### src/ram_ctrl_pkg.sv
// memory controller shared types

package ram_ctrl_pkg;

   ////////////////////////////////////////////////////////////
   // widths with a meaning
   ////////////////////////////////////////////////////////////

   // cpu main-memory word address
   typedef logic [21:0] sdram_addr_t;
   // data word, main memory and video ram
   typedef logic [31:0] mem_word_t;
   // video ram word address, 32k words
   typedef logic [14:0] vram_addr_t;
   // byte address on the application interface
   typedef logic [27:0] app_addr_t;
   // application command code
   typedef logic [2:0]  app_cmd_t;

   ////////////////////////////////////////////////////////////
   // main-memory port states
   ////////////////////////////////////////////////////////////

   typedef enum logic [2:0] {
      SD_IDLE,
      SD_READ,
      SD_READBSY,
      SD_READW,
      SD_WRITE,
      SD_WRITEBSY,
      SD_WRITEW
   } sd_state_t;

   // application command codes
   localparam app_cmd_t APP_CMD_WRITE = 3'b000;
   localparam app_cmd_t APP_CMD_READ  = 3'b001;

   // upper word address bits that must be zero for real memory
   localparam int MEM_LIMIT_BITS = 5;

   // returned for reads outside the fitted memory
   localparam mem_word_t UNMAPPED_WORD = 32'hffff_ffff;

endpackage

### src/dram_init_seq.sv
// memory core reset sequencer
`timescale 1ns/1ps

module dram_init_seq import ram_ctrl_pkg::*; #(
   parameter int unsigned RESET_CYCLES = 65535
) (
   input  logic clk,
   input  logic reset,
   input  logic lpddr_reset,
   input  logic app_rdy,
   input  logic init_calib_complete,
   output logic dram_sys_rst,
   output logic calib_done
);

   // counter wide enough to hold the load value
   localparam int CNT_W = $clog2(RESET_CYCLES + 1);
   localparam logic [CNT_W-1:0] CNT_LOAD = CNT_W'(RESET_CYCLES);

   logic [CNT_W-1:0] rst_cnt;
   logic             ready_seen;

   ////////////////////////////////////////////////////////////
   // core reset hold-off
   ////////////////////////////////////////////////////////////

   // reload while lpddr_reset is held, then count down to zero
   always_ff @(posedge clk or posedge reset) begin
      if (reset) begin
         rst_cnt <= CNT_LOAD;
      end else if (lpddr_reset) begin
         rst_cnt <= CNT_LOAD;
      end else if (rst_cnt != '0) begin
         rst_cnt <= rst_cnt - 1'b1;
      end
   end

   // core stays in reset until the count runs out
   assign dram_sys_rst = (rst_cnt != '0);

   ////////////////////////////////////////////////////////////
   // calibration status
   ////////////////////////////////////////////////////////////

   // sticky once the core has accepted anything
   // app_rdy means nothing while the core is still held in reset
   always_ff @(posedge clk or posedge reset) begin
      if (reset) begin
         ready_seen <= 1'b0;
      end else if (lpddr_reset) begin
         ready_seen <= 1'b0;
      end else if (app_rdy && !dram_sys_rst) begin
         ready_seen <= 1'b1;
      end
   end

   assign calib_done = init_calib_complete | ready_seen;

   // software must never see usable memory with the core in reset
   a_no_calib_in_reset : assert property (
      @(posedge clk) disable iff (reset) dram_sys_rst |-> !calib_done);

endmodule

### config.mk
export PLATFORM = sky130hd
export DESIGN_NAME = dram_init_seq
export DESIGN_NICKNAME = d
export VERILOG_FILES = /design/src/ram_ctrl_pkg.sv /design/src/dram_init_seq.sv
export SDC_FILE = /design/constraint.sdc
export NUM_CORES = 1
export LEC_CHECK = 0
export ABC_AREA = 0
export BUFFER_PORTS_ARGS = -buffer_cell sky130_fd_sc_hd__buf_2
export CAP_MARGIN = 20
export CORE_UTILIZATION = 45
export CTS_BUF_LIST = sky130_fd_sc_hd__clkbuf_2 sky130_fd_sc_hd__clkbuf_4 sky130_fd_sc_hd__clkbuf_8
export DETAILED_ROUTE_END_ITERATION = 12
export PLACE_DENSITY = 0.62
export SLEW_MARGIN = 40
export SYNTH_ARGS = -nofsm -noshare
export SYNTH_HDL_FRONTEND = slang
export SYNTH_SLANG_ARGS = --single-unit
### constraint.sdc
create_clock -name clk -period 2.2 [get_ports clk]
set_input_delay 0.22 -clock clk [delete_from_list [all_inputs] [get_ports clk]]
set_output_delay 0.22 -clock clk [all_outputs]
set_load 0.05 [all_outputs]
==> flow_summary_export.csv <==
group,metric,value,unit
run_status,status,"finished, violations left",
run_status,violations,"hold timing",
critical_path,start_kind,"flop",
critical_path,worstPathRequired,2.43,ns
drt,ant_nets,0,
yosys,synth_edf_count,0,
clock_tree,cts_tree,"built",
power_and_ir_drop,power,0.531,mW
hold_path,worstHoldPathType,"primary input to async pin",
yosys,ys_seq_area_share,46.4,%
clock_tree,root_buffer,"clkbuf_4",
finish,fin_util,55.1,%
placed_design,gp_congestion,0.805,
drt,drc,0,
yosys,synth_ff_type,"dfstp_2",
grt,grt_max_degree,18,
timing,period_share,95.8,%
timing,worst_slew_pin_slew,0.620,ns
clock_tree,clock_latency,0.29,ns
finish,area_growth,13.7,%
grt,grt_pass1_vias,726,
timing,hold_viol_final,1,
timing,setup-violations-final,0,
placed_design,portBuffers,6,
drt,drt_wl_total,1960,um
yosys,syn_avg_cell_area,9.42,um2
timing,period_minus_slack,2.11,ns
timing,fin_skew,0.00342,ns
timing,tns,0,ns
timing,rsz0062_at_grt,"yes",
finish,final_cells,139,
drt,routed_via_density,5.94,
grt,grt.total_usage,21.2,%
floorplanning,core_region_area,1980,um2
drt,drtIter0Drc,12,
power_and_ir_drop,total_leakage_power,0.397,nW
timing,relSlewSlack,58.6,%
yosys,netlist_area,961,um2
critical_path,crit_type,"flop to flop",
clock_tree,cts.sinks,17,
floorplanning,die_area,2320,um2
timing,fmax,475,MHz
clock_tree,cts_hold_buf,0,
drt,drt_first_pass_iters,5,
power_and_ir_drop,max-vdd-ir-drop,0.000334,V
floorplanning,initial_core_util,48.5,%
floorplanning,die_w,48.2,um
drt,vias,825,
placed_design,detailed_place_hpwl,1450,um
yosys,netlist_instances,102,
job,maxCapViolCount,0,
clock_tree,numCtsBuffers,3,
floorplanning,rows,16,
clock_tree,clock_path_buffers,2,
critical_path,end_kind,"flop",
drt,avgRoutedWirePerCell,14.1,um
finish,drive_gt1_share,34.8,%
grt,grt_pass1_wl,3390,um
grt,grt_overflow,0,
critical_path,crit_path_max_incr_delay,0.68,ns
yosys,synthDistinctLibCells,34,
yosys,syn_nets,108,
power_and_ir_drop,powerDensity,486,nW/um2
yosys,ys_seq_elements,17,
critical_path,arrival,2.34,ns
finish,n_antenna_cell,0,
clock_tree,cts.clk_slew.worst_paths,0.10,ns
timing,whs,-0.0167,ns
yosys,postSynth.asyncResetShare,100,%
critical_path,path_cells,"inv_1, ha_2, or4b_2, nor3_2, a211oi_1, a211o_1",
placed_design,dp.cells,134,
critical_path,cp_max_fo,5,
floorplanning,die_h,48.2,um
critical_path,cpMaxStageDelayCell,"or4b_2",
clock_tree,htreeDepth,1,
finish,nets,119,
grt,antenna_found_initial,0,
yosys,ys_warn_count,0,
floorplanning,pin_count,7,
timing,drv_slew,0,
-- path summary, 6_finish.rpt --
| check | from | to | slack [ns] | cells after the start |
|---|---|---|---|---|
| setup / recovery | rst_cnt[0] | rst_cnt[5] | 0.09 | 6 |
| hold / removal | reset | ready_seen | -0.02 | 2 |
| setup reg to reg | rst_cnt[0] | rst_cnt[5] | 0.09 | 6 |
| hold reg to reg | ready_seen | ready_seen | 0.51 | 2 |
| max in group asynchronous | reset | ready_seen | 1.82 | 2 |
| min in group clk | app_rdy | ready_seen | 0.17 | 3 |
-- flip-flops by register name, indices dropped and copies added (netlist names) --
name	flops
rst_cnt	16
ready_seen	1
-- routing by layer --
layer  vias to the layer above  GRT usage, %  part of all wire, %
met2                        14          30.4                   46
met5                         -             0                    0
li1                        407             -                    -
met3                         4          2.22                  2.6
met1                       400          32.4                   49
met4                         0          8.33                  1.4
-- where the power goes --
group          leakage (nW)  internal (mW)  total, mW  switching, mW
Clock                0.0177         0.0677      0.170          0.102
Sequential            0.182          0.322      0.326        0.00430
Combinational         0.196         0.0103     0.0348         0.0245
Total                 0.397          0.400      0.531          0.131
-- Yosys cell counts, drive strengths merged, types with 2 or more instances --
master / count / area share, %
a211o: 2 / 1.8
or4: 5 / 3.9
a21oi: 3 / 1.6
o31ai: 3 / 2.3
and4: 2 / 1.8
and3: 3 / 2.0
nor4b: 2 / 2.5
clkbuf: 3 / 1.2
inv: 6 / 2.3
nor2: 8 / 3.1
nand2: 4 / 1.6
a31oi: 2 / 1.3
or2: 2 / 1.3
or3: 3 / 2.0
dfstp: 16 / 44
nor4: 2 / 2.0
a211oi: 3 / 2.3
o21ai: 7 / 3.6
nand3: 7 / 3.6
nor3: 8 / 4.7
-- kinds of logic after synthesis --
group | count (synthesis) | share of synthesized area [%]
and+or+nand+nor | 52 | 33.1
adders and majority gates | 1 | 1.30
AOI/OAI and AO/OA | 22 | 14.7
buffers and inverters | 9 | 3.52
DFF | 17 | 46.4
muxes | 1 | 1.04
-- metrics by stage --
step	hold slack [ns]	cell area [um2]	setup slack (ns)
after floorplan	0.135	961	0.287
after global placement	0.326	1030	0.197
after detailed placement	0.329	1030	0.105
after CTS	0.00235	1070	0.00942
after global routing	0.0355	1090	-0.0249
final	-0.0167	1090	0.0933
-- timing repair --
action,CTS,global route
resized for setup,1,5
buffers inserted,1,0
pin swaps,0,1
endpoints found under the setup margin,1,5
cloned,0,0
-- final cells by class --
type / count / area, um2
Sequential cell: 17 / 445
Timing Repair Buffer: 9 / 52.6
Inverter: 6 / 22.5
Fill cell: 176 / 890
Tap cell: 27 / 33.8
Clock inverter: 1 / 5.00
Clock buffer: 3 / 22.5
Multi-Input combinational cell: 76 / 510
-- worst max-delay path, delay by kind of cell, from the launching register on --
family | cells | cell delay (ns)
buffers and inverters | 1 | 0.09
DFF | 1 | 0.38
and+or+nand+nor | 2 | 0.96
adders and majority gates | 1 | 0.22
AOI/OAI and AO/OA | 2 | 0.40
-- placed cells by master (no fill, tap or decap), types with 3 or more instances in the layout --
| master | count |
|---|---|
| a211oi_1 | 3 |
| a21oi_1 | 3 |
| and3_1 | 3 |
| buf_2 | 6 |
| buf_4 | 3 |
| clkbuf_4 | 3 |
| dfstp_2 | 16 |
| inv_1 | 6 |
| nand2_1 | 3 |
| nand3_1 | 7 |
| nor2_1 | 8 |
| nor3_1 | 6 |
| o21ai_0 | 7 |
| o31ai_1 | 3 |
| or3_1 | 3 |
| or4_1 | 5 |
No activity file was read; power rests on OpenSTA's default activity.
