==> config.mk <==
export PLATFORM = sky130hd
export DESIGN_NAME = sdram_port
export DESIGN_NICKNAME = d
export VERILOG_FILES = /design/src/ram_ctrl_pkg.sv /design/src/sdram_port.sv
export SDC_FILE = /design/constraint.sdc
export NUM_CORES = 1
export LEC_CHECK = 0
export BUFFER_PORTS_ARGS = -buffer_cell sky130_fd_sc_hd__buf_2
export CAP_MARGIN = 20
export CORE_MARGIN = 10
export CORE_UTILIZATION = 35
export DETAILED_ROUTE_END_ITERATION = 8
export PLACE_DENSITY = 0.78
export SYNTH_ARGS = -nofsm -noshare
export SYNTH_HDL_FRONTEND = slang
export SYNTH_SLANG_ARGS = --single-unit
==> constraint.sdc <==
create_clock -name clk -period 4.38 [get_ports clk]
set_input_delay 0.876 -clock clk [delete_from_list [all_inputs] [get_ports clk]]
set_output_delay 0.876 -clock clk [all_outputs]
set_load 0.05 [all_outputs]
==> src/ram_ctrl_pkg.sv <==
// memory controller shared types

package ram_ctrl_pkg;

   ////////////////////////////////////////////////////////////
   // widths with a meaning
   ////////////////////////////////////////////////////////////

   // cpu main-memory word address
   typedef logic [21:0] sdram_addr_t;
   // data word, main memory and video ram
   typedef logic [31:0] mem_word_t;
   // video ram word address, 32k words
   typedef logic [14:0] vram_addr_t;
   // byte address on the application interface
   typedef logic [27:0] app_addr_t;
   // application command code
   typedef logic [2:0]  app_cmd_t;

   ////////////////////////////////////////////////////////////
   // main-memory port states
   ////////////////////////////////////////////////////////////

   typedef enum logic [2:0] {
      SD_IDLE,
      SD_READ,
      SD_READBSY,
      SD_READW,
      SD_WRITE,
      SD_WRITEBSY,
      SD_WRITEW
   } sd_state_t;

   // application command codes
   localparam app_cmd_t APP_CMD_WRITE = 3'b000;
   localparam app_cmd_t APP_CMD_READ  = 3'b001;

   // upper word address bits that must be zero for real memory
   localparam int MEM_LIMIT_BITS = 5;

   // returned for reads outside the fitted memory
   localparam mem_word_t UNMAPPED_WORD = 32'hffff_ffff;

endpackage

==> src/sdram_port.sv <==
// main-memory port bridge
`timescale 1ns/1ps

module sdram_port import ram_ctrl_pkg::*; (
   input  logic        clk,
   input  logic        reset,
   // cpu side
   input  sdram_addr_t sdram_addr,
   input  mem_word_t   sdram_data_in,
   input  logic        sdram_req,
   input  logic        sdram_write,
   output mem_word_t   sdram_data_out,
   output logic        sdram_ready,
   output logic        sdram_done,
   // application interface
   input  logic        app_rdy,
   input  logic        app_wdf_rdy,
   input  mem_word_t   app_rd_data,
   input  logic        app_rd_data_valid,
   output app_addr_t   app_addr,
   output app_cmd_t    app_cmd,
   output logic        app_en,
   output mem_word_t   app_wdf_data,
   output logic        app_wdf_wren
);

   sd_state_t state;
   sd_state_t state_next;
   logic      unmapped;

   // any of the top address bits set means no memory there
   assign unmapped = |sdram_addr[$bits(sdram_addr_t)-1 -: MEM_LIMIT_BITS];

   ////////////////////////////////////////////////////////////
   // port FSM
   ////////////////////////////////////////////////////////////

   always_ff @(posedge clk or posedge reset) begin
      if (reset) begin
         state <= SD_IDLE;
      end else begin
         state <= state_next;
      end
   end

   always_comb begin
      state_next = state;
      unique case (state)
         SD_IDLE: begin
            // read wins if both levels show up
            if (sdram_req) begin
               state_next = SD_READ;
            end else if (sdram_write) begin
               state_next = SD_WRITE;
            end
         end
         // wait out back-pressure and issue on the exit edge
         SD_READ:     if (app_rdy) state_next = SD_READBSY;
         SD_READBSY:  if (app_rd_data_valid) state_next = SD_READW;
         // hold until the cpu drops its level
         SD_READW:    if (!sdram_req) state_next = SD_IDLE;
         SD_WRITE:    if (app_rdy && app_wdf_rdy) state_next = SD_WRITEBSY;
         SD_WRITEBSY: state_next = SD_WRITEW;
         SD_WRITEW:   if (!sdram_write) state_next = SD_IDLE;
         default:     state_next = SD_IDLE;
      endcase
   end

   ////////////////////////////////////////////////////////////
   // application commands
   ////////////////////////////////////////////////////////////

   // word address to byte address for 32-bit words
   assign app_addr     = {4'b0000, sdram_addr, 2'b00};
   assign app_cmd      = (state == SD_WRITE) ? APP_CMD_WRITE : APP_CMD_READ;
   assign app_wdf_data = sdram_data_in;

   // one command per request with the write data riding along
   assign app_en = ((state == SD_READ) && app_rdy) ||
                   ((state == SD_WRITE) && app_rdy && app_wdf_rdy);
   assign app_wdf_wren = (state == SD_WRITE) && app_rdy && app_wdf_rdy;

   ////////////////////////////////////////////////////////////
   // read data and completions
   ////////////////////////////////////////////////////////////

   // latch returned word or all ones past the end of memory
   always_ff @(posedge clk) begin
      if ((state == SD_READBSY) && app_rd_data_valid) begin
         sdram_data_out <= unmapped ? UNMAPPED_WORD : app_rd_data;
      end
   end

   // completions only while the cpu still holds its level
   always_ff @(posedge clk or posedge reset) begin
      if (reset) begin
         sdram_ready <= 1'b0;
         sdram_done  <= 1'b0;
      end else begin
         sdram_ready <= (state == SD_READW) && sdram_req;
         sdram_done  <= (state == SD_WRITEW) && sdram_write;
      end
   end

   // read data only comes back for the one outstanding read
   a_rd_in_busy : assert property (
      @(posedge clk) disable iff (reset)
      app_rd_data_valid |-> (state == SD_READBSY));

   // cpu never asks for a read and a write at once
   a_one_level : assert property (
      @(posedge clk) disable iff (reset)
      (state == SD_IDLE) |-> !(sdram_req && sdram_write));

endmodule

==> results.md <==
- CTS Root Cell: clkbuf_8
- H-Tree Depth: 2
- Slew headroom: a little over half
- Die width: roughly 95 um
- Syn Area/Cell: 11.7 um^2
- Pleak: between 0.8 and 0.9 nW
- Max_cap viols: 0
- IO buf count: 85
- Final Cycle Share: between 50% and 60%
- Gates resized, CTS repair: 0
- Final hold violations: 0
- Synth warnings: 0
- Drt first pass iters: 4
- Total number of vias: around 1200
- Initial Util: roughly 36%
- Required @ worst endpoint: between 3000 and 4000 ps
- Startpoint types: input pin
- Seq cells post-synth: 37
- Largest net degree at the start of global routing: 34
- Setup bufs post-CTS: 0
- Core area: approximately 5500 um^2
- Initial antenna violation count: 0
- Adder-cell share of the synthesized area: 0%
- Ys async rst share: 13.5%
- Netlist cell types: 25
- Vias/cell: about 4.6
- Mux cell area share after synthesis: less than 1%
- Most common cell after layout, fill and taps aside: buf_2
- Post-detailed-route count of antenna-violating nets: 0
- Kind of critical path: in -> out
- Number of global-route vias before repair: ~1300
- Total Wirelength: ~5400 um
- CTS clk-pin slew, worst paths: around 70 ps
- Largest family of logic cells by synthesized area: buffers and inverters
- Clock sinks: 37
- Peak VDD IR: between 150 and 200 uV
- Hold Path Class: in -> async
- Complex-gate fraction of the synthesized area: between 2 and 2.5%
- Critical-path maximum fanout: 2
- Area growth syn-to-layout: 8.44%
- Global route overflow: 0
- Dpl cell area: roughly 2000 um^2
- Synth Flop Type: edfxtp_1
- Leading cell types in the layout, fill and taps excluded: 85 x buf_2, 32 x edfxtp_1, 31 x or3_1, 8 x conb_1
- IO Count: approximately 190
- Layout cells sized above 1: between 40% and 50%
- Max Slew Vio Count: 0
- Clk_lat worst skew: ~280 ps
- Worst-Margin Slew: ~680 ps
- Number of synthesized flops with an enable pin: 32
- Final HPWL DP: 4500 um
- # nets final: 290
- Post-Synth XOR/XNOR Area: 0%
- Worst path arrival time: 1610 ps
- First-pass GRT wire length: 7600 um
- F_max: about 400 MHz
- Final GP Congestion: between 0.7 and 0.8
- Post-synthesis simple-gate area fraction: 15.3%
- DRC viols: 0
- CTS Hold Buffers Added: 0
- Wire length per cell: 19.8 um
- DRT iter0 DRCs: 27
- Pwr Density: around 520 nW/um^2
- Die height: between 90 and 100 um
- Setup Total Neg Slack: 0 ps
- Crit path time final: approximately 2500 ps
- Register area share after synthesis: between 50 and 60%
- Final setup viols: 0
- Clock Path Buffers: 2
- TritonCTS clock tree: built
- Clk_skew: ~1.7 ps
- Syn Inst Count: 167
- Antenna cells: 0
- RSZ-0062 raised after global routing: false
- Design Area, Final: between 2000 and 2500 um^2
- Overall Global Routing Usage: about 11%
- Die ar.: about 9000 um^2
- Outcome: completed
- Clock buffers created by TritonCTS: 5
- Synth Cell Area: between 1500 and 2000 um^2
- Number of placement rows: 27
- CP endpoint kind: output port
==> synthesized netlist by cell type, types with 2 or more instances <==
cell type   n  area (um^2)
o21ai_0     2         10.0
nand2_1     2         7.51
nor3_1      3         15.0
clkbuf_1    5         18.8
inv_1       3         11.3
dfrtp_1     5          125
a21oi_1     2         10.0
or3_1      31          194
buf_2       3         15.0
or3_2       2         15.0
buf_4      62          465
nand2b_1    2         12.5
nor2_1      2         7.51
edfxtp_1   32          961
==> power breakdown <==
group | internal [mW] | switching, mW | total [mW] | leakage (nW)
Clock | 0.167 | 0.119 | 0.286 | 0.0518
Sequential | 0.441 | 0.0443 | 0.485 | 0.355
Combinational | 0.0790 | 0.261 | 0.340 | 0.463
Total | 0.688 | 0.424 | 1.11 | 0.870
==> kinds of logic after synthesis <==
| logic type | after synthesis |
|---|---|
| buffers and inverters | 73 |
| and+or+nand+nor | 48 |
| DFF | 37 |
| AOI/OAI and AO/OA | 7 |
| muxes | 1 |
| other | 1 |
==> layout make-up <==
| type | instances | area, um^2 |
|---|---|---|
| fill | 543 | 3350 |
| sequential | 37 | 1090 |
| timing repair buffer | 86 | 433 |
| multi-input combinational | 64 | 392 |
| tap | 72 | 90.1 |
| clock buffer | 5 | 68.8 |
| clock inverter | 3 | 41.3 |
| inverter | 3 | 11.3 |
==> path summary, 6_finish.rpt <==
path                                            from                               end  slack (ps)  depth (start not counted)
worst max register to register  state[1]$_DFFE_PP0P_  sdram_data_out[28]$_SDFFCE_PP1P_        2380                          3
worst min register to register  state[0]$_DFFE_PP0P_             sdram_ready$_DFF_PP0_         680                          2
worst max-delay path                     app_wdf_rdy                            app_en        1890                          5
max in group asynchronous                      reset              sdram_done$_DFF_PP0_        3740                          2
worst min-delay path                           reset              state[1]$_DFFE_PP0P_         480                          2
min in group clk                state[0]$_DFFE_PP0P_             sdram_ready$_DFF_PP0_         680                          2
==> metrics by stage <==
step / setup slack, ps / instances / power, mW / hold slack, ps / utilization [%]
after global routing: 1810 / 270 / 1.17 / 479 / 38.8
after CTS: 1890 / 270 / 1.12 / 474 / 38.8
after global placement: 1890 / 262 / 0.832 / 669 / 36.8
after floorplan: 743 / 174 / 0.877 / 598 / -
after detailed placement: 1890 / 262 / 0.836 / 663 / 36.8
final: 1890 / 270 / 1.11 / 476 / 38.8
==> registers in the layout (all words and copies together), names as in the netlist <==
| register | flops |
|---|---|
| sdram_ready | 1 |
| sdram_data_out | 32 |
| sdram_done | 1 |
| state | 3 |
==> critical path, cell delays in order <==
cell and delay (ps):
buf_2 80, and3b_1 150, a21oi_1 40, nor3b_1 170, buf_2 290
==> routing by layer <==
| layer | wire, um | vias up | GRT usage (%) | share of wire, % |
|---|---|---|---|---|
| li1 | - | 572 | - | - |
| met1 | 1490 | 530 | 9.14 | 28 |
| met2 | 2620 | 106 | 18.5 | 49 |
| met3 | 967 | 32 | 8.01 | 18 |
| met4 | 280 | 0 | 7.98 | 5.2 |
| met5 | 0 | - | 0 | 0 |
Note: power is estimated with default switching activity, not from simulation.
